### src/include/mem_board_settings.svh
// --------------------
// Board geometry macros
// Banks, lanes, chip and host widths
// --------------------

`ifndef MEM_BOARD_SETTINGS_SVH
`define MEM_BOARD_SETTINGS_SVH

// Board arrangement
`define MB_BANKS      4                          // Banks of chips
`define MB_LANES      4                          // Chips per bank, one per nibble lane
`define MB_BANK_W     2                          // Bank select field

// Single chip
`define MB_CHIP_AW    12                         // 4K locations per chip
`define MB_CHIP_DEPTH (1 << `MB_CHIP_AW)         // Words per chip
`define MB_NIB_W      4                          // Chip data width

// Host side
`define MB_ADDR_W     (`MB_BANK_W + `MB_CHIP_AW) // 14-bit host address
`define MB_DATA_W     (`MB_LANES * `MB_NIB_W)    // 16-bit host word

`endif

### src/hdl/mem_board_pkg.sv
// --------------------
// Shared types for the memory board
// Host cycle kinds and clear FSM states
// --------------------

package mem_board_pkg;

   // Host cycle as seen through cs_n and we_n
   typedef enum logic [1:0] {
      CYC_IDLE  = 2'd0,    // cs_n high
      CYC_READ  = 2'd1,    // cs_n low, we_n high
      CYC_WRITE = 2'd2     // cs_n low, we_n low
   } bus_cycle_e;

   // Clear sequencer states
   // CLR_RESET is held while reset_n is low
   // and already writes address 0 on the edge that leaves it
   typedef enum logic [1:0] {
      CLR_RESET = 2'd0,    // In reset, sweep armed at address 0
      CLR_SWEEP = 2'd1,    // Zero fill of addresses 1 to 4095
      CLR_DONE  = 2'd2     // Host owns the bus
   } clear_state_e;

endpackage

### src/hdl/read_collector.sv
// --------------------
// Read data collector
// Lane join, bank select, read valid
// --------------------

`timescale 1ns/1ps
`include "mem_board_settings.svh"

module read_collector (
   input  logic                              clk,
   input  logic                              reset_n,
   input  mem_board_pkg::bus_cycle_e         cycle,      // Current host cycle
   input  logic [`MB_BANK_W-1:0]             bank_sel,   // Current bank
   input  logic                              addr_chg,   // Chip address moved
   input  logic [`MB_BANKS*`MB_DATA_W-1:0]   chip_dout,  // Bank by lane nibbles
   output logic [`MB_DATA_W-1:0]             rdata,      // Read word, zero when not valid
   output logic                              rdata_valid
);
   import mem_board_pkg::*;

   logic [`MB_DATA_W-1:0] bank_word [`MB_BANKS];  // Joined lanes per bank
   logic [`MB_DATA_W-1:0] sel_word;               // Word of the addressed bank
   logic                  rd_q;                   // Last edge was a read
   logic [`MB_BANK_W-1:0] bank_q;                 // Bank of the last edge
   logic                  same_read;              // Last edge read this location

   // Each chip owns one nibble of its bank word
   always_comb begin
      for (int b = 0; b < `MB_BANKS; b++) begin
         for (int l = 0; l < `MB_LANES; l++) begin
            bank_word[b][l*`MB_NIB_W +: `MB_NIB_W] =
               chip_dout[(b*`MB_LANES + l)*`MB_NIB_W +: `MB_NIB_W];
         end
      end
   end

   assign sel_word = bank_word[bank_sel];  // Unselected banks read zero anyway

   // History of the previous edge
   always_ff @(posedge clk) begin
      if (!reset_n) begin
         rd_q   <= 1'b0;
         bank_q <= '0;
      end else begin
         rd_q   <= (cycle == CYC_READ);   // Chips loaded their registers
         bank_q <= bank_sel;
      end
   end

   // Chip registers hold this location only if the last edge read it
   assign same_read = rd_q && (bank_q == bank_sel) && !addr_chg;

   assign rdata_valid = same_read && (cycle == CYC_READ);  // Read still held
   assign rdata       = rdata_valid ? sel_word : '0;

endmodule

### config.mk
export PLATFORM = sky130hd
export DESIGN_NAME = read_collector
export DESIGN_NICKNAME = d
export VERILOG_FILES = /design/src/hdl/mem_board_pkg.sv /design/src/hdl/read_collector.sv
export VERILOG_INCLUDE_DIRS = /design/src /design/src/include
export SDC_FILE = /design/constraint.sdc
export NUM_CORES = 1
export LEC_CHECK = 0
export BUFFER_PORTS_ARGS = -buffer_cell sky130_fd_sc_hd__buf_2
export CORE_MARGIN = 1.5
export CORE_UTILIZATION = 32
export CTS_CLUSTER_DIAMETER = 80
export DETAILED_ROUTE_END_ITERATION = 10
export PLACE_DENSITY = 0.9
export SLEW_MARGIN = 30
export SYNTH_ARGS = -nofsm -noshare
export SYNTH_HDL_FRONTEND = slang
export SYNTH_SLANG_ARGS = --single-unit
### constraint.sdc
create_clock -name clk -period 1.5 [get_ports clk]
set_input_delay 0.15 -clock clk [delete_from_list [all_inputs] [get_ports clk]]
set_output_delay 0.15 -clock clk [all_outputs]
set_load 0.02 [all_outputs]
; ---- Word-level counts from Yosys, hierarchy flattened
; Index checks and enable logic that the tools add are counted.
[totals]
reg_bits = 3
in_bits = 71
out_inout_bits = 17
elab_cells = 14
[classes]
order_cmp = 1
eq_ne = 2
n_mux = 4
bitwise = 1
reduce_logical = 4
[ops]
columns = operator, count
row1 = $mux W16, 3
row2 = $bmux W16 S2, 1
row3 = $ge A3 B3 Y1 const B, 1
row4 = $logic_and A1 B1 Y1, 3
row5 = $not A2 Y3, 1
row6 = $eq A2 B1 Y1 const B, 1
row7 = $eq A2 B2 Y1, 1
row8 = $logic_not A1 Y1, 1

; ---- Depth between registers and ports, before layout
[logic_depth]
ltp_word = 5
depth_mapped = 5
ltp_nobuf = 2

; ---- Least setup slack after synthesis
; OpenSTA, ideal clock, no wires.
[synth_path]
path_kind = input port to output port
startpoint = input port bank_sel[0]
endpoint = output port rdata[10]
arrival_ps = 1181
required_ps = 1350
setup_slack_ps = 169
cell_stages = 4
n_path_buf = 2
cell_sequence = buf_6 buf_12 mux4_2 and4_1
[synth_via]
elab_chain_len = 5
word_cells_on_any_way = 9
classes_between = 1 x eq/ne / 4 x mux / 1 x bitwise / 3 x reduce/logical
[synth_lines]
columns = item, line
row1 = "start, declared", read_collector.sv:13  ; input logic [`MB_BANK_W-1:0] bank_sel,
row2 = $not A2 Y3 (not written as such) or $eq A2 B2 Y1 (tied branches), "read_collector.sv:37, read_collector.sv:51"
row3 = $bmux W16 S2 or $logic_and A1 B1 Y1 (tied branches), "read_collector.sv:37, read_collector.sv:51"
row4 = $mux W16 (not written as such) or $logic_and A1 B1 Y1 (tied branches), "read_collector.sv:37, read_collector.sv:51"
row5 = $mux W16 (not written as such) or $logic_and A1 B1 Y1 (tied branches), "read_collector.sv:37, read_collector.sv:53"
row6 = $mux W16 *, read_collector.sv:54  ; assign rdata = rdata_valid ? sel_word : '0;
row7 = "end, declared", read_collector.sv:16  ; output logic [`MB_DATA_W-1:0] rdata,
; Every way passes the cells marked *; elsewhere a longest branch is shown, timed or not. The select of a mux whose other input is x is not followed.

; ---- Worst setup path in the final report
[layout_path]
startpoint = input port bank_sel[0]
endpoint = output port rdata[2]
; Same word-level chain as after synthesis.

==> flow_summary.yaml <==
layout:
  syn2layout_area_growth_pct: 76.2
  diodes: 0
  n_fill_cell: 189
  utilization_pct: 62.2
  finalInstanceArea_um2: 1270
  final_nets: 210
  drive_gt1_share_pct: 77.5
cts:
  cts.sinks: 3
  cts.htree.levels: 1
  clockBufferDepth: 2
  cts_tree: "done"
  clk_pin_slew_worst_paths_ns: 0.04
  numCtsBuffers: 3
  cts-root-buf: "clkbuf_4"
  holdBufCountCts: 0
sta:
  rsz0062_at_grt: "false"
  fmax_mhz: 682
  slew_headroom_pct: 74.9
  setup_tns_ns: 0
  hold_viol_final: 0
  holdWs_ns: 0.143
  setup_viol: 0
  max_slew.worst_pin.slew_ns: 0.377
  finalCriticalPeriod_ns: 1.47
  period_share_pct: 97.7
  drv_slew: 0
synth:
  avgSynthCellArea_um2: 14.7
  netlist_area_um2: 721
  synth_cell_types: 15
  ys_top_cells_by_area: "mux4_1 (29%), mux4_2 (25%), and4_1 (19%), dfxtp_1 (8.3%), xnor2_4 (3.8%)"
  yosysSeqAreaShare_pct: 8.33
  synth_top_area_share_pct: 29.2
  synth_seq_cells: 3
  syn_nets: 120
  syn_inst: 49
  synth_top_area_cell: "mux4_1"
  ys_warn_count: 0
critical_path:
  end_kind: "output pin"
  worst_path_max_delay_cell: "mux4_1"
  critPathRequiredTime_ns: 1.35
  slowest_delay_ns: 0.54
  crit_type: "input pin to output pin"
  arrival_ns: 1.32
  path_cells: "buf_6 -> clkbuf_16 -> mux4_1 -> and4_1 -> buf_2"
  path_max_fanout: 4
  cp-start-kind: "input pin"
die:
  fp.coreArea_um2: 2040
  chipWidth_um: 50.5
  start_util_pct: 35.3
  dieArea_um2: 2550
  rows: 16
  pin_count: 88
  die_h_um: 50.5
run_status:
  status: "complete, no violations"
job:
  cap_violations: 0
detailed_routing:
  viasPerCell: 5.35
  drtIter0Drc: 20
  wl_per_cell_um: 16.0
  drt-pass1-iter-count: 4
  ant_nets: 0
  route.detailed.drc: 0
  wirelength_mm: 2.65
  vias: 882
power_and_ir_drop:
  powerDensity_nw_per_um2: 391
  ir_worst_vdd_v: 0.000339
  p_leak_uw: 0.000680
global_routing:
  grt_pass1_wl_mm: 4.03
  antenna_found_initial: 0
  grt_max_degree: 19
  first_global_vias: 880
  grt_overflow: 0
  grt_util_all_layers_pct: 20.7
place:
  place_area_um2: 1160
  gp_congestion: 0.726
  portBuffers: 87
hold_path:
  whs_endpoint: "bank_q[1]$_SDFF_PN0_"
  hold_path_depth: 2
  hp-start: "reset_n"
  min_path_type: "input pin to flop"
-- synth_stat cells (all sizes together) --
| cell type | number |
|---|---|
| and3 | 1 |
| and3b | 1 |
| and2 | 2 |
| and4bb | 1 |
| clkbuf | 3 |
| and4 | 16 |
| buf | 4 |
| dfxtp | 3 |
| mux4 | 16 |
| xnor2 | 2 |
-- power by group --
group | leakage, uW | total [uW] | internal, uW | switching, uW
logic | 0.000641 | 264 | 175 | 89.4
clock network | 0.0000150 | 145 | 99.9 | 45.5
registers | 0.0000249 | 86.9 | 84.2 | 2.74
-- per-layer routing --
layer,global-route usage [%],vias to the layer above,routed length [um]
li1,-,415,-
met1,24.0,420,992
met2,36.6,43,1460
met3,3.57,4,167
met4,10.4,0,28
met5,0,-,0
-- worst max-delay path, delay by kind of cell --
family | cells | cell delay [ns]
multiplexers | 1 | 0.54
buffers and inverters | 3 | 0.41
AND/OR/NAND/NOR | 1 | 0.21
-- cell type report --
| cell class | instances | area [um^2] | area share [%] |
|---|---|---|---|
| Multi-Input combinational cell | 39 | 608 | 47.9 |
| Timing Repair Buffer | 92 | 542 | 42.7 |
| Sequential cell | 3 | 60.1 | 4.73 |
| Tap cell | 27 | 33.8 | 2.66 |
| Clock buffer | 4 | 26.3 | 2.07 |
-- cells by family after synthesis --
kind of cell	Yosys count	synth area share [%]
simple gates	21	25.2
buf+inv	7	7.29
mux	16	54.2
flops	3	8.33
xor+xnor	2	5.04
-- what timing repair did --
action | 4_1_cts | 5_1_grt
endpoints found under the setup margin | 8 | 17
pin swaps | 0 | 1
setup buffers | 0 | 1
resized for setup | 4 | 1
cloned | 1 | 1
-- how the worst max path moves through the flow --
stage | start | to | slack, ns | cells after the start
after detailed placement | bank_sel[0] | rdata[0] | -0.03 | 5
after global placement | bank_sel[0] | rdata[1] | 0.01 | 5
after global routing | rd_q$_SDFF_PN0_ | rdata[4] | 0.008 | 3
after CTS | bank_q[0]$_SDFF_PN0_ | rdata[4] | 0.001 | 3
final | bank_sel[0] | rdata[2] | 0.03 | 5
after floorplan | bank_sel[0] | rdata[10] | 0.17 | 4
-- layout by cell type, fill, tap and decap left out --
master,Yosys,routed
xnor2_4,1,1
buf_4,0,1
and3b_1,1,1
xnor2_1,1,1
mux4_2,8,9
and3_1,1,1
and4_1,16,16
mux4_1,8,7
buf_2,2,86
buf_6,1,1
and2_2,1,1
clkbuf_4,0,3
buf_16,0,1
clkbuf_1,3,1
buf_12,1,2
and2_1,1,1
clkbuf_16,0,1
and4bb_4,0,1
dfxtp_1,3,3
-- sequential cells by signal, indices dropped and copies added, names as in the netlist --
signal and cells:
bank_q 2, rd_q 1
-- stage by stage --
step	setup WS (ns)	total power [uW]	cells
floorplan	0.169	215	49
detailed placement	-0.0334	319	158
finish	0.0343	497	165
global route	0.00768	531	165
CTS	0.00136	483	163
global placement	0.00974	307	158
No activity file was read; power rests on OpenSTA's default activity.
