==> config.mk <==
export PLATFORM = sky130hd
export DESIGN_NAME = board_decoder
export DESIGN_NICKNAME = d
export VERILOG_FILES = /design/src/hdl/mem_board_pkg.sv /design/src/hdl/board_decoder.sv
export VERILOG_INCLUDE_DIRS = /design/src /design/src/include
export SDC_FILE = /design/constraint.sdc
export NUM_CORES = 1
export LEC_CHECK = 0
export BUFFER_PORTS_ARGS = -buffer_cell sky130_fd_sc_hd__buf_2
export CORE_MARGIN = 10
export CORE_UTILIZATION = 47
export DETAILED_ROUTE_END_ITERATION = 10
export GPL_ROUTABILITY_DRIVEN = 0
export GPL_TIMING_DRIVEN = 0
export PLACE_DENSITY = 0.84
export SYNTH_ARGS = -nofsm -noshare
export SYNTH_HDL_FRONTEND = slang
export SYNTH_SLANG_ARGS = --single-unit
==> constraint.sdc <==
create_clock -name clk -period 2.82 [get_ports clk]
set_input_delay 0.282 -clock clk [delete_from_list [all_inputs] [get_ports clk]]
set_output_delay 0.282 -clock clk [all_outputs]
set_load 0.005 [all_outputs]
==> src/include/mem_board_settings.svh <==
// --------------------
// Board geometry macros
// Banks, lanes, chip and host widths
// --------------------

`ifndef MEM_BOARD_SETTINGS_SVH
`define MEM_BOARD_SETTINGS_SVH

// Board arrangement
`define MB_BANKS      4                          // Banks of chips
`define MB_LANES      4                          // Chips per bank, one per nibble lane
`define MB_BANK_W     2                          // Bank select field

// Single chip
`define MB_CHIP_AW    12                         // 4K locations per chip
`define MB_CHIP_DEPTH (1 << `MB_CHIP_AW)         // Words per chip
`define MB_NIB_W      4                          // Chip data width

// Host side
`define MB_ADDR_W     (`MB_BANK_W + `MB_CHIP_AW) // 14-bit host address
`define MB_DATA_W     (`MB_LANES * `MB_NIB_W)    // 16-bit host word

`endif

==> src/hdl/mem_board_pkg.sv <==
// --------------------
// Shared types for the memory board
// Host cycle kinds and clear FSM states
// --------------------

package mem_board_pkg;

   // Host cycle as seen through cs_n and we_n
   typedef enum logic [1:0] {
      CYC_IDLE  = 2'd0,    // cs_n high
      CYC_READ  = 2'd1,    // cs_n low, we_n high
      CYC_WRITE = 2'd2     // cs_n low, we_n low
   } bus_cycle_e;

   // Clear sequencer states
   // CLR_RESET is held while reset_n is low
   // and already writes address 0 on the edge that leaves it
   typedef enum logic [1:0] {
      CLR_RESET = 2'd0,    // In reset, sweep armed at address 0
      CLR_SWEEP = 2'd1,    // Zero fill of addresses 1 to 4095
      CLR_DONE  = 2'd2     // Host owns the bus
   } clear_state_e;

endpackage

==> src/hdl/board_decoder.sv <==
// --------------------
// Clear sequencer and host cycle decode
// Per-bank chip selects for the chip array
// --------------------

`timescale 1ns/1ps
`include "mem_board_settings.svh"

module board_decoder (
   input  logic                      clk,
   input  logic                      reset_n,
   input  logic [`MB_ADDR_W-1:0]     addr,       // Host address
   input  logic                      cs_n,       // Host select
   input  logic                      we_n,       // Host write enable
   input  logic [`MB_DATA_W-1:0]     wdata,      // Host write word
   output logic [`MB_CHIP_AW-1:0]    chip_addr,  // Shared by all chips
   output logic [`MB_DATA_W-1:0]     chip_din,   // Sliced by lane at the chips
   output logic                      chip_we_n,  // Shared by all chips
   output logic [`MB_BANKS-1:0]      bank_ce_n,  // One select per bank
   output mem_board_pkg::bus_cycle_e cycle,      // To collector
   output logic [`MB_BANK_W-1:0]     bank_sel,   // To collector
   output logic                      addr_chg,   // Chip address moved since last edge
   output logic                      clearing    // Sweep in progress
);
   import mem_board_pkg::*;

   clear_state_e              clr_state;  // Clear FSM
   logic [`MB_CHIP_AW-1:0]    sweep_cnt;  // Sweep address
   logic [`MB_CHIP_AW-1:0]    addr_q;     // Chip address of the last edge
   logic                      sweep;      // Bus owned by the sequencer
   bus_cycle_e                host_cycle; // Decoded host strobes

   // Clear sequencer
   // Every edge outside CLR_DONE writes zero at sweep_cnt,
   // so 4096 edges after reset release cover the whole chip
   always_ff @(posedge clk) begin
      if (!reset_n) begin
         clr_state <= CLR_RESET;
         sweep_cnt <= '0;
      end else begin
         case (clr_state)
            CLR_RESET: begin
               clr_state <= CLR_SWEEP;            // Address 0 written now
               sweep_cnt <= sweep_cnt + 1'b1;
            end
            CLR_SWEEP: begin
               if (&sweep_cnt) begin
                  clr_state <= CLR_DONE;          // Last address written now
               end
               sweep_cnt <= sweep_cnt + 1'b1;     // Wraps back to 0
            end
            default: begin
               clr_state <= CLR_DONE;             // Stays here until reset
            end
         endcase
      end
   end

   assign sweep    = (clr_state != CLR_DONE);
   assign clearing = sweep;

   // Host strobes
   always_comb begin
      if (cs_n) begin
         host_cycle = CYC_IDLE;
      end else if (we_n) begin
         host_cycle = CYC_READ;
      end else begin
         host_cycle = CYC_WRITE;
      end
   end

   assign bank_sel = addr[`MB_ADDR_W-1 -: `MB_BANK_W];  // Upper bits pick the bank

   // Chip side drive
   always_comb begin
      if (sweep) begin
         chip_addr = sweep_cnt;
         chip_din  = '0;                          // Zero fill
         chip_we_n = 1'b0;
         bank_ce_n = '0;                          // Every chip at once
         cycle     = CYC_IDLE;                    // Host ignored
      end else begin
         chip_addr = addr[`MB_CHIP_AW-1:0];
         chip_din  = wdata;
         chip_we_n = we_n;
         bank_ce_n = '1;
         if (host_cycle != CYC_IDLE) begin
            bank_ce_n[bank_sel] = 1'b0;           // Addressed bank only
         end
         cycle     = host_cycle;
      end
   end

   // Low address history for the read valid logic
   // Bank bits are tracked in the collector
   always_ff @(posedge clk) begin
      addr_q <= addr[`MB_CHIP_AW-1:0];
   end

   assign addr_chg = (addr[`MB_CHIP_AW-1:0] != addr_q);

endmodule

# After elaboration in Yosys (flattened, before gate mapping)
# Cells that the tools add are included.
# classes
n_addsub,1
magnitude_cmp,2
eq_ne,4
muxes,12
bitwise,1
reduce_logical,5
# ops
operator,count
$mux W16,1
$add A12 B1 Y12 const B,1
$mux W12,1
$ne A12 B12 Y1,1
$reduce_and A12 Y1,1
$mux W2,4
$mux W4,2
$ne A2 B2 Y1 const B,2
$not A4 Y4,1
$pmux W2 S2,1
$lt A2 B3 Y1 const B,1
$demux W1 S2,1
$eq A2 B1 Y1 const B,1
$ge A2 B1 Y1 const B,1
$logic_not A2 Y1,1
$mux W1,2
$reduce_bool A2 Y1,1
$reduce_or A2 Y1,1
$logic_and A1 B1 Y1,1
# word_totals
ff_bits,26
out_inout_bits,39

# Longest topological paths before layout
# depth
depth_word,7
ltp_mapped,6
depth_no_buf,4

# Least setup slack after synthesis
# No wires, ideal clock.
# synth_path
path_type,register to output
from,reg clr_state[1]
to,out cycle[1]
arrival_ps,1212
required_ps,2538
setup_slack_ps,1326
path_stages_with_launch,6
path_cell_list,dfxtp_1 > buf_2 > nor2b_1 > inv_1 > buf_2 > nor3_1
# synth_between
elab_chain_len,2
# synth_rtl
item,line,source
from (decl),board_decoder.sv:27,clear_state_e clr_state;
from (signal assigned),board_decoder.sv:38,clr_state <= CLR_RESET;
from (signal assigned),board_decoder.sv:43,clr_state <= CLR_SWEEP;
from (signal assigned),board_decoder.sv:48,clr_state <= CLR_DONE;
$ne A2 B2 Y1,board_decoder.sv:59,assign sweep = (clr_state != CLR_DONE);
named net clearing,board_decoder.sv:23,output logic clearing
$mux W2,board_decoder.sv:77,if (sweep) begin
to (decl),board_decoder.sv:20,"output mem_board_pkg::bus_cycle_e cycle,"
# The timed path passes the listed nets, and every way through them passes these cells.

# Worst setup path in the final report
# layout_path
from,reg clr_state[1]
to,out bank_ce_n[2]
# layout_between
elab_chain_len,2
# layout_rtl
item,line,source
$ne A2 B2 Y1,board_decoder.sv:59,
$mux W4,board_decoder.sv:77,
to (decl),board_decoder.sv:19,"output logic [`MB_BANKS-1:0] bank_ce_n,"
# Every way passes these cells.

==> results.json <==
{
  "status": "completed",
  "fmax_mhz": 440.6,
  "setup_violations": 0,
  "r2r-end": "sweep_cnt[10]$_SDFFE_PN0P_",
  "grt_max_degree": 16,
  "ys.flop_type": "dfxtp_1",
  "drcViolationCount": 0,
  "yosysSeqAreaShare": 0.3936,
  "ios": 73,
  "grt.met1_usage": 0.1258,
  "antenna_cells": 0,
  "reg2regPathDepth": 4,
  "die_y_um": 73.05,
  "final.setup.tns_ns": 0,
  "fin_skew_ns": 0.0007161,
  "cts_tree": "done",
  "dpl-instance-area_sq_um": 1722,
  "required_ns": 2.54,
  "drv_cap": 0,
  "globalRouteTotalUtil": 0.1287,
  "hold_depth": 1,
  "worstMarginPinSlew_ns": 0.4547,
  "relSlewSlack": 0.6969,
  "crit_type": "flop to primary output",
  "layout-drive-gt1-share": 0.3529,
  "synth_area_sq_um": 1323,
  "ys_seq_elements": 26,
  "htreeDepth": 1,
  "start_util": 0.4838,
  "rows": 19,
  "gr-usage-met3": 0.04762,
  "ff2ff_setup_slack_ns": 1.25,
  "use_met2": 0.2397,
  "clk_path_buf_depth": 2,
  "timing.final.crit_share": 0.8049,
  "fin_area_sq_um": 1774,
  "grt_antenna_before_repair": 0,
  "syn_inst": 162,
  "cts_sinks": 26,
  "core_area_sq_um": 2734,
  "cts_resized": 0,
  "grt_pass1_vias": 1237,
  "drtIter0Drc": 43,
  "die-area_sq_um": 5336,
  "holdBufCountCts": 0,
  "hold_path.class": "input port to flop",
  "rr_startpoint": "sweep_cnt[0]$_SDFFE_PN0P_",
  "path_max_fanout": 10,
  "dpl.hpwl_mm": 2.980,
  "root_buffer": "clkbuf_4",
  "crit_arrival_ns": 1.99,
  "vias": 1323,
  "leakagePower_uw": 0.0009650,
  "fillers": 261,
  "routedWlPerCell_um": 13.41,
  "syn_area_per_cell_sq_um": 8.164,
  "hold_end": "addr_q[1]$_DFF_P_",
  "die_w_um": 73.05,
  "finalWirelength_mm": 3.607,
  "final_max_slew_viol_count": 0,
  "hold_violations": 0,
  "busiest_layer": "met2",
  "clkTransAtPathRegs_ns": 0.13,
  "cts_setup_buffers": 0,
  "cts_buffers": 3,
  "worstHoldStart": "addr[1]",
  "antenna_left": 0,
  "irDropWorstVdd_uv": 503.3,
  "final_cell_mix": "buf_2 (74), nand2_1 (35), dfxtp_1 (26), and2_1 (17), xor2_1 (15)",
  "io_buffers": 72,
  "synthDistinctLibCells": 31,
  "async_flop_share": 0,
  "synth_fp_nets": 197,
  "grt_pass1_wl_mm": 5.575,
  "power.density_nw_per_um2": 402.4,
  "firstDrtPassIters": 4,
  "cp-start-kind": "flop",
  "syn_to_final_growth_pct": 34.15,
  "nets": 274,
  "worstSetupEndpointType": "primary output",
  "viasPerCell": 4.918,
  "period_needed_ns": 2.270,
  "layout_commonest_cell": "buf_2",
  "overflow": 0,
  "clock_latency_ns": 0.33,
  "ys_warn_count": 0,
  "synth_edf_count": 0,
  "rsz0062_at_grt": "no"
}
==> cells in the mapped netlist, types with 2 or more instances <==
master | number | area (sq um)
nand2_1 | 35 | 131.4
dfxtp_1 | 26 | 520.5
and2_1 | 17 | 106.4
xor2_1 | 15 | 131.4
a21oi_1 | 8 | 40.04
inv_1 | 6 | 22.52
nor2_1 | 6 | 22.52
nor4_1 | 5 | 31.28
o21ai_0 | 5 | 25.02
clkbuf_1 | 4 | 15.01
nand3_1 | 3 | 15.01
o31ai_1 | 3 | 22.52
or3_1 | 3 | 18.77
or4_1 | 3 | 22.52
a31oi_1 | 2 | 12.51
buf_2 | 2 | 10.01
buf_4 | 2 | 15.01
mux2i_1 | 2 | 20.02
nor2b_1 | 2 | 12.51
nor3_1 | 2 | 10.01
==> critical path, stage by stage, from the launching register on <==
cell and delay (ns):
dfxtp_1 0.33, buf_2 0.18, nor2b_1 0.42, inv_1 0.21, buf_2 0.23, a31oi_1 0.16
buf_2 0.14
==> state kept, by name, summed over array words and instances (netlist names) <==
register / flops
addr_q: 12
clr_state: 2
sweep_cnt: 12
==> per-layer routing <==
metal | wire, um | share of wire
met1 | 1359 | 0.38
met2 | 1999 | 0.55
met3 | 203 | 0.056
met4 | 45 | 0.012
met5 | 0 | 0
==> per-stage QoR <==
step / util / total power (uW) / setup WS [ns] / hold slack [ns] / cells
after floorplan: - / 427.5 / 1.326 / 0.3097 / 162
after global placement: 0.6297 / 465.6 / 0.8968 / 0.4222 / 265
after detailed placement: 0.6297 / 468.1 / 0.8968 / 0.4236 / 265
after CTS: 0.6490 / 724.8 / 0.5015 / 0.06705 / 269
after global routing: 0.6490 / 743.8 / 0.3501 / 0.06101 / 269
final: 0.6490 / 714.0 / 0.5503 / 0.07762 / 269
==> worst max path at each step <==
stage,startpoint,end,slack (ns),depth (start not counted)
6_report,clr_state[1]$_SDFFE_PN0P_,bank_ce_n[2],0.55,6
5_1_grt,clr_state[1]$_SDFFE_PN0P_,bank_ce_n[3],0.35,6
4_1_cts,clr_state[1]$_SDFFE_PN0P_,bank_ce_n[2],0.50,6
3_5_place_dp,clr_state[1]$_SDFFE_PN0P_,bank_ce_n[2],0.90,6
3_3_place_gp,clr_state[1]$_SDFFE_PN0P_,bank_ce_n[2],0.90,6
2_1_floorplan,clr_state[1]$_SDFFE_PN0P_,cycle[1],1.33,5
==> report_power, final <==
| part | internal (uW) | leakage, uW | switching, uW |
|---|---|---|---|
| combinational | 36.4 | 0.000722 | 32.1 |
| clock | 144 | 0.0000279 | 111 |
| sequential | 381 | 0.000215 | 9.33 |
| total | 561 | 0.000965 | 153 |
==> logic make-up after synthesis <==
kind of cell    Yosys count  synth area share
fa+ha+maj                 1          0.009459
compound gates           19           0.08136
mux                       2           0.01514
simple gates             83            0.3434
buf+inv                  15           0.05108
xor+xnor                 16            0.1060
flops                    26            0.3936
==> cell type report <==
class,instances,area [sq um],area share
flip-flops and latches,26,520.5,0.2934
multi-input cells,121,734.5,0.4140
clock buffers,3,22.52,0.01269
inverters,6,22.52,0.01269
well taps,31,38.79,0.02186
plain buffers,9,45.04,0.02539
repair buffers,72,360.3,0.2031
clock inverters,1,30.03,0.01693
Note: power is estimated with default switching activity, not from simulation.
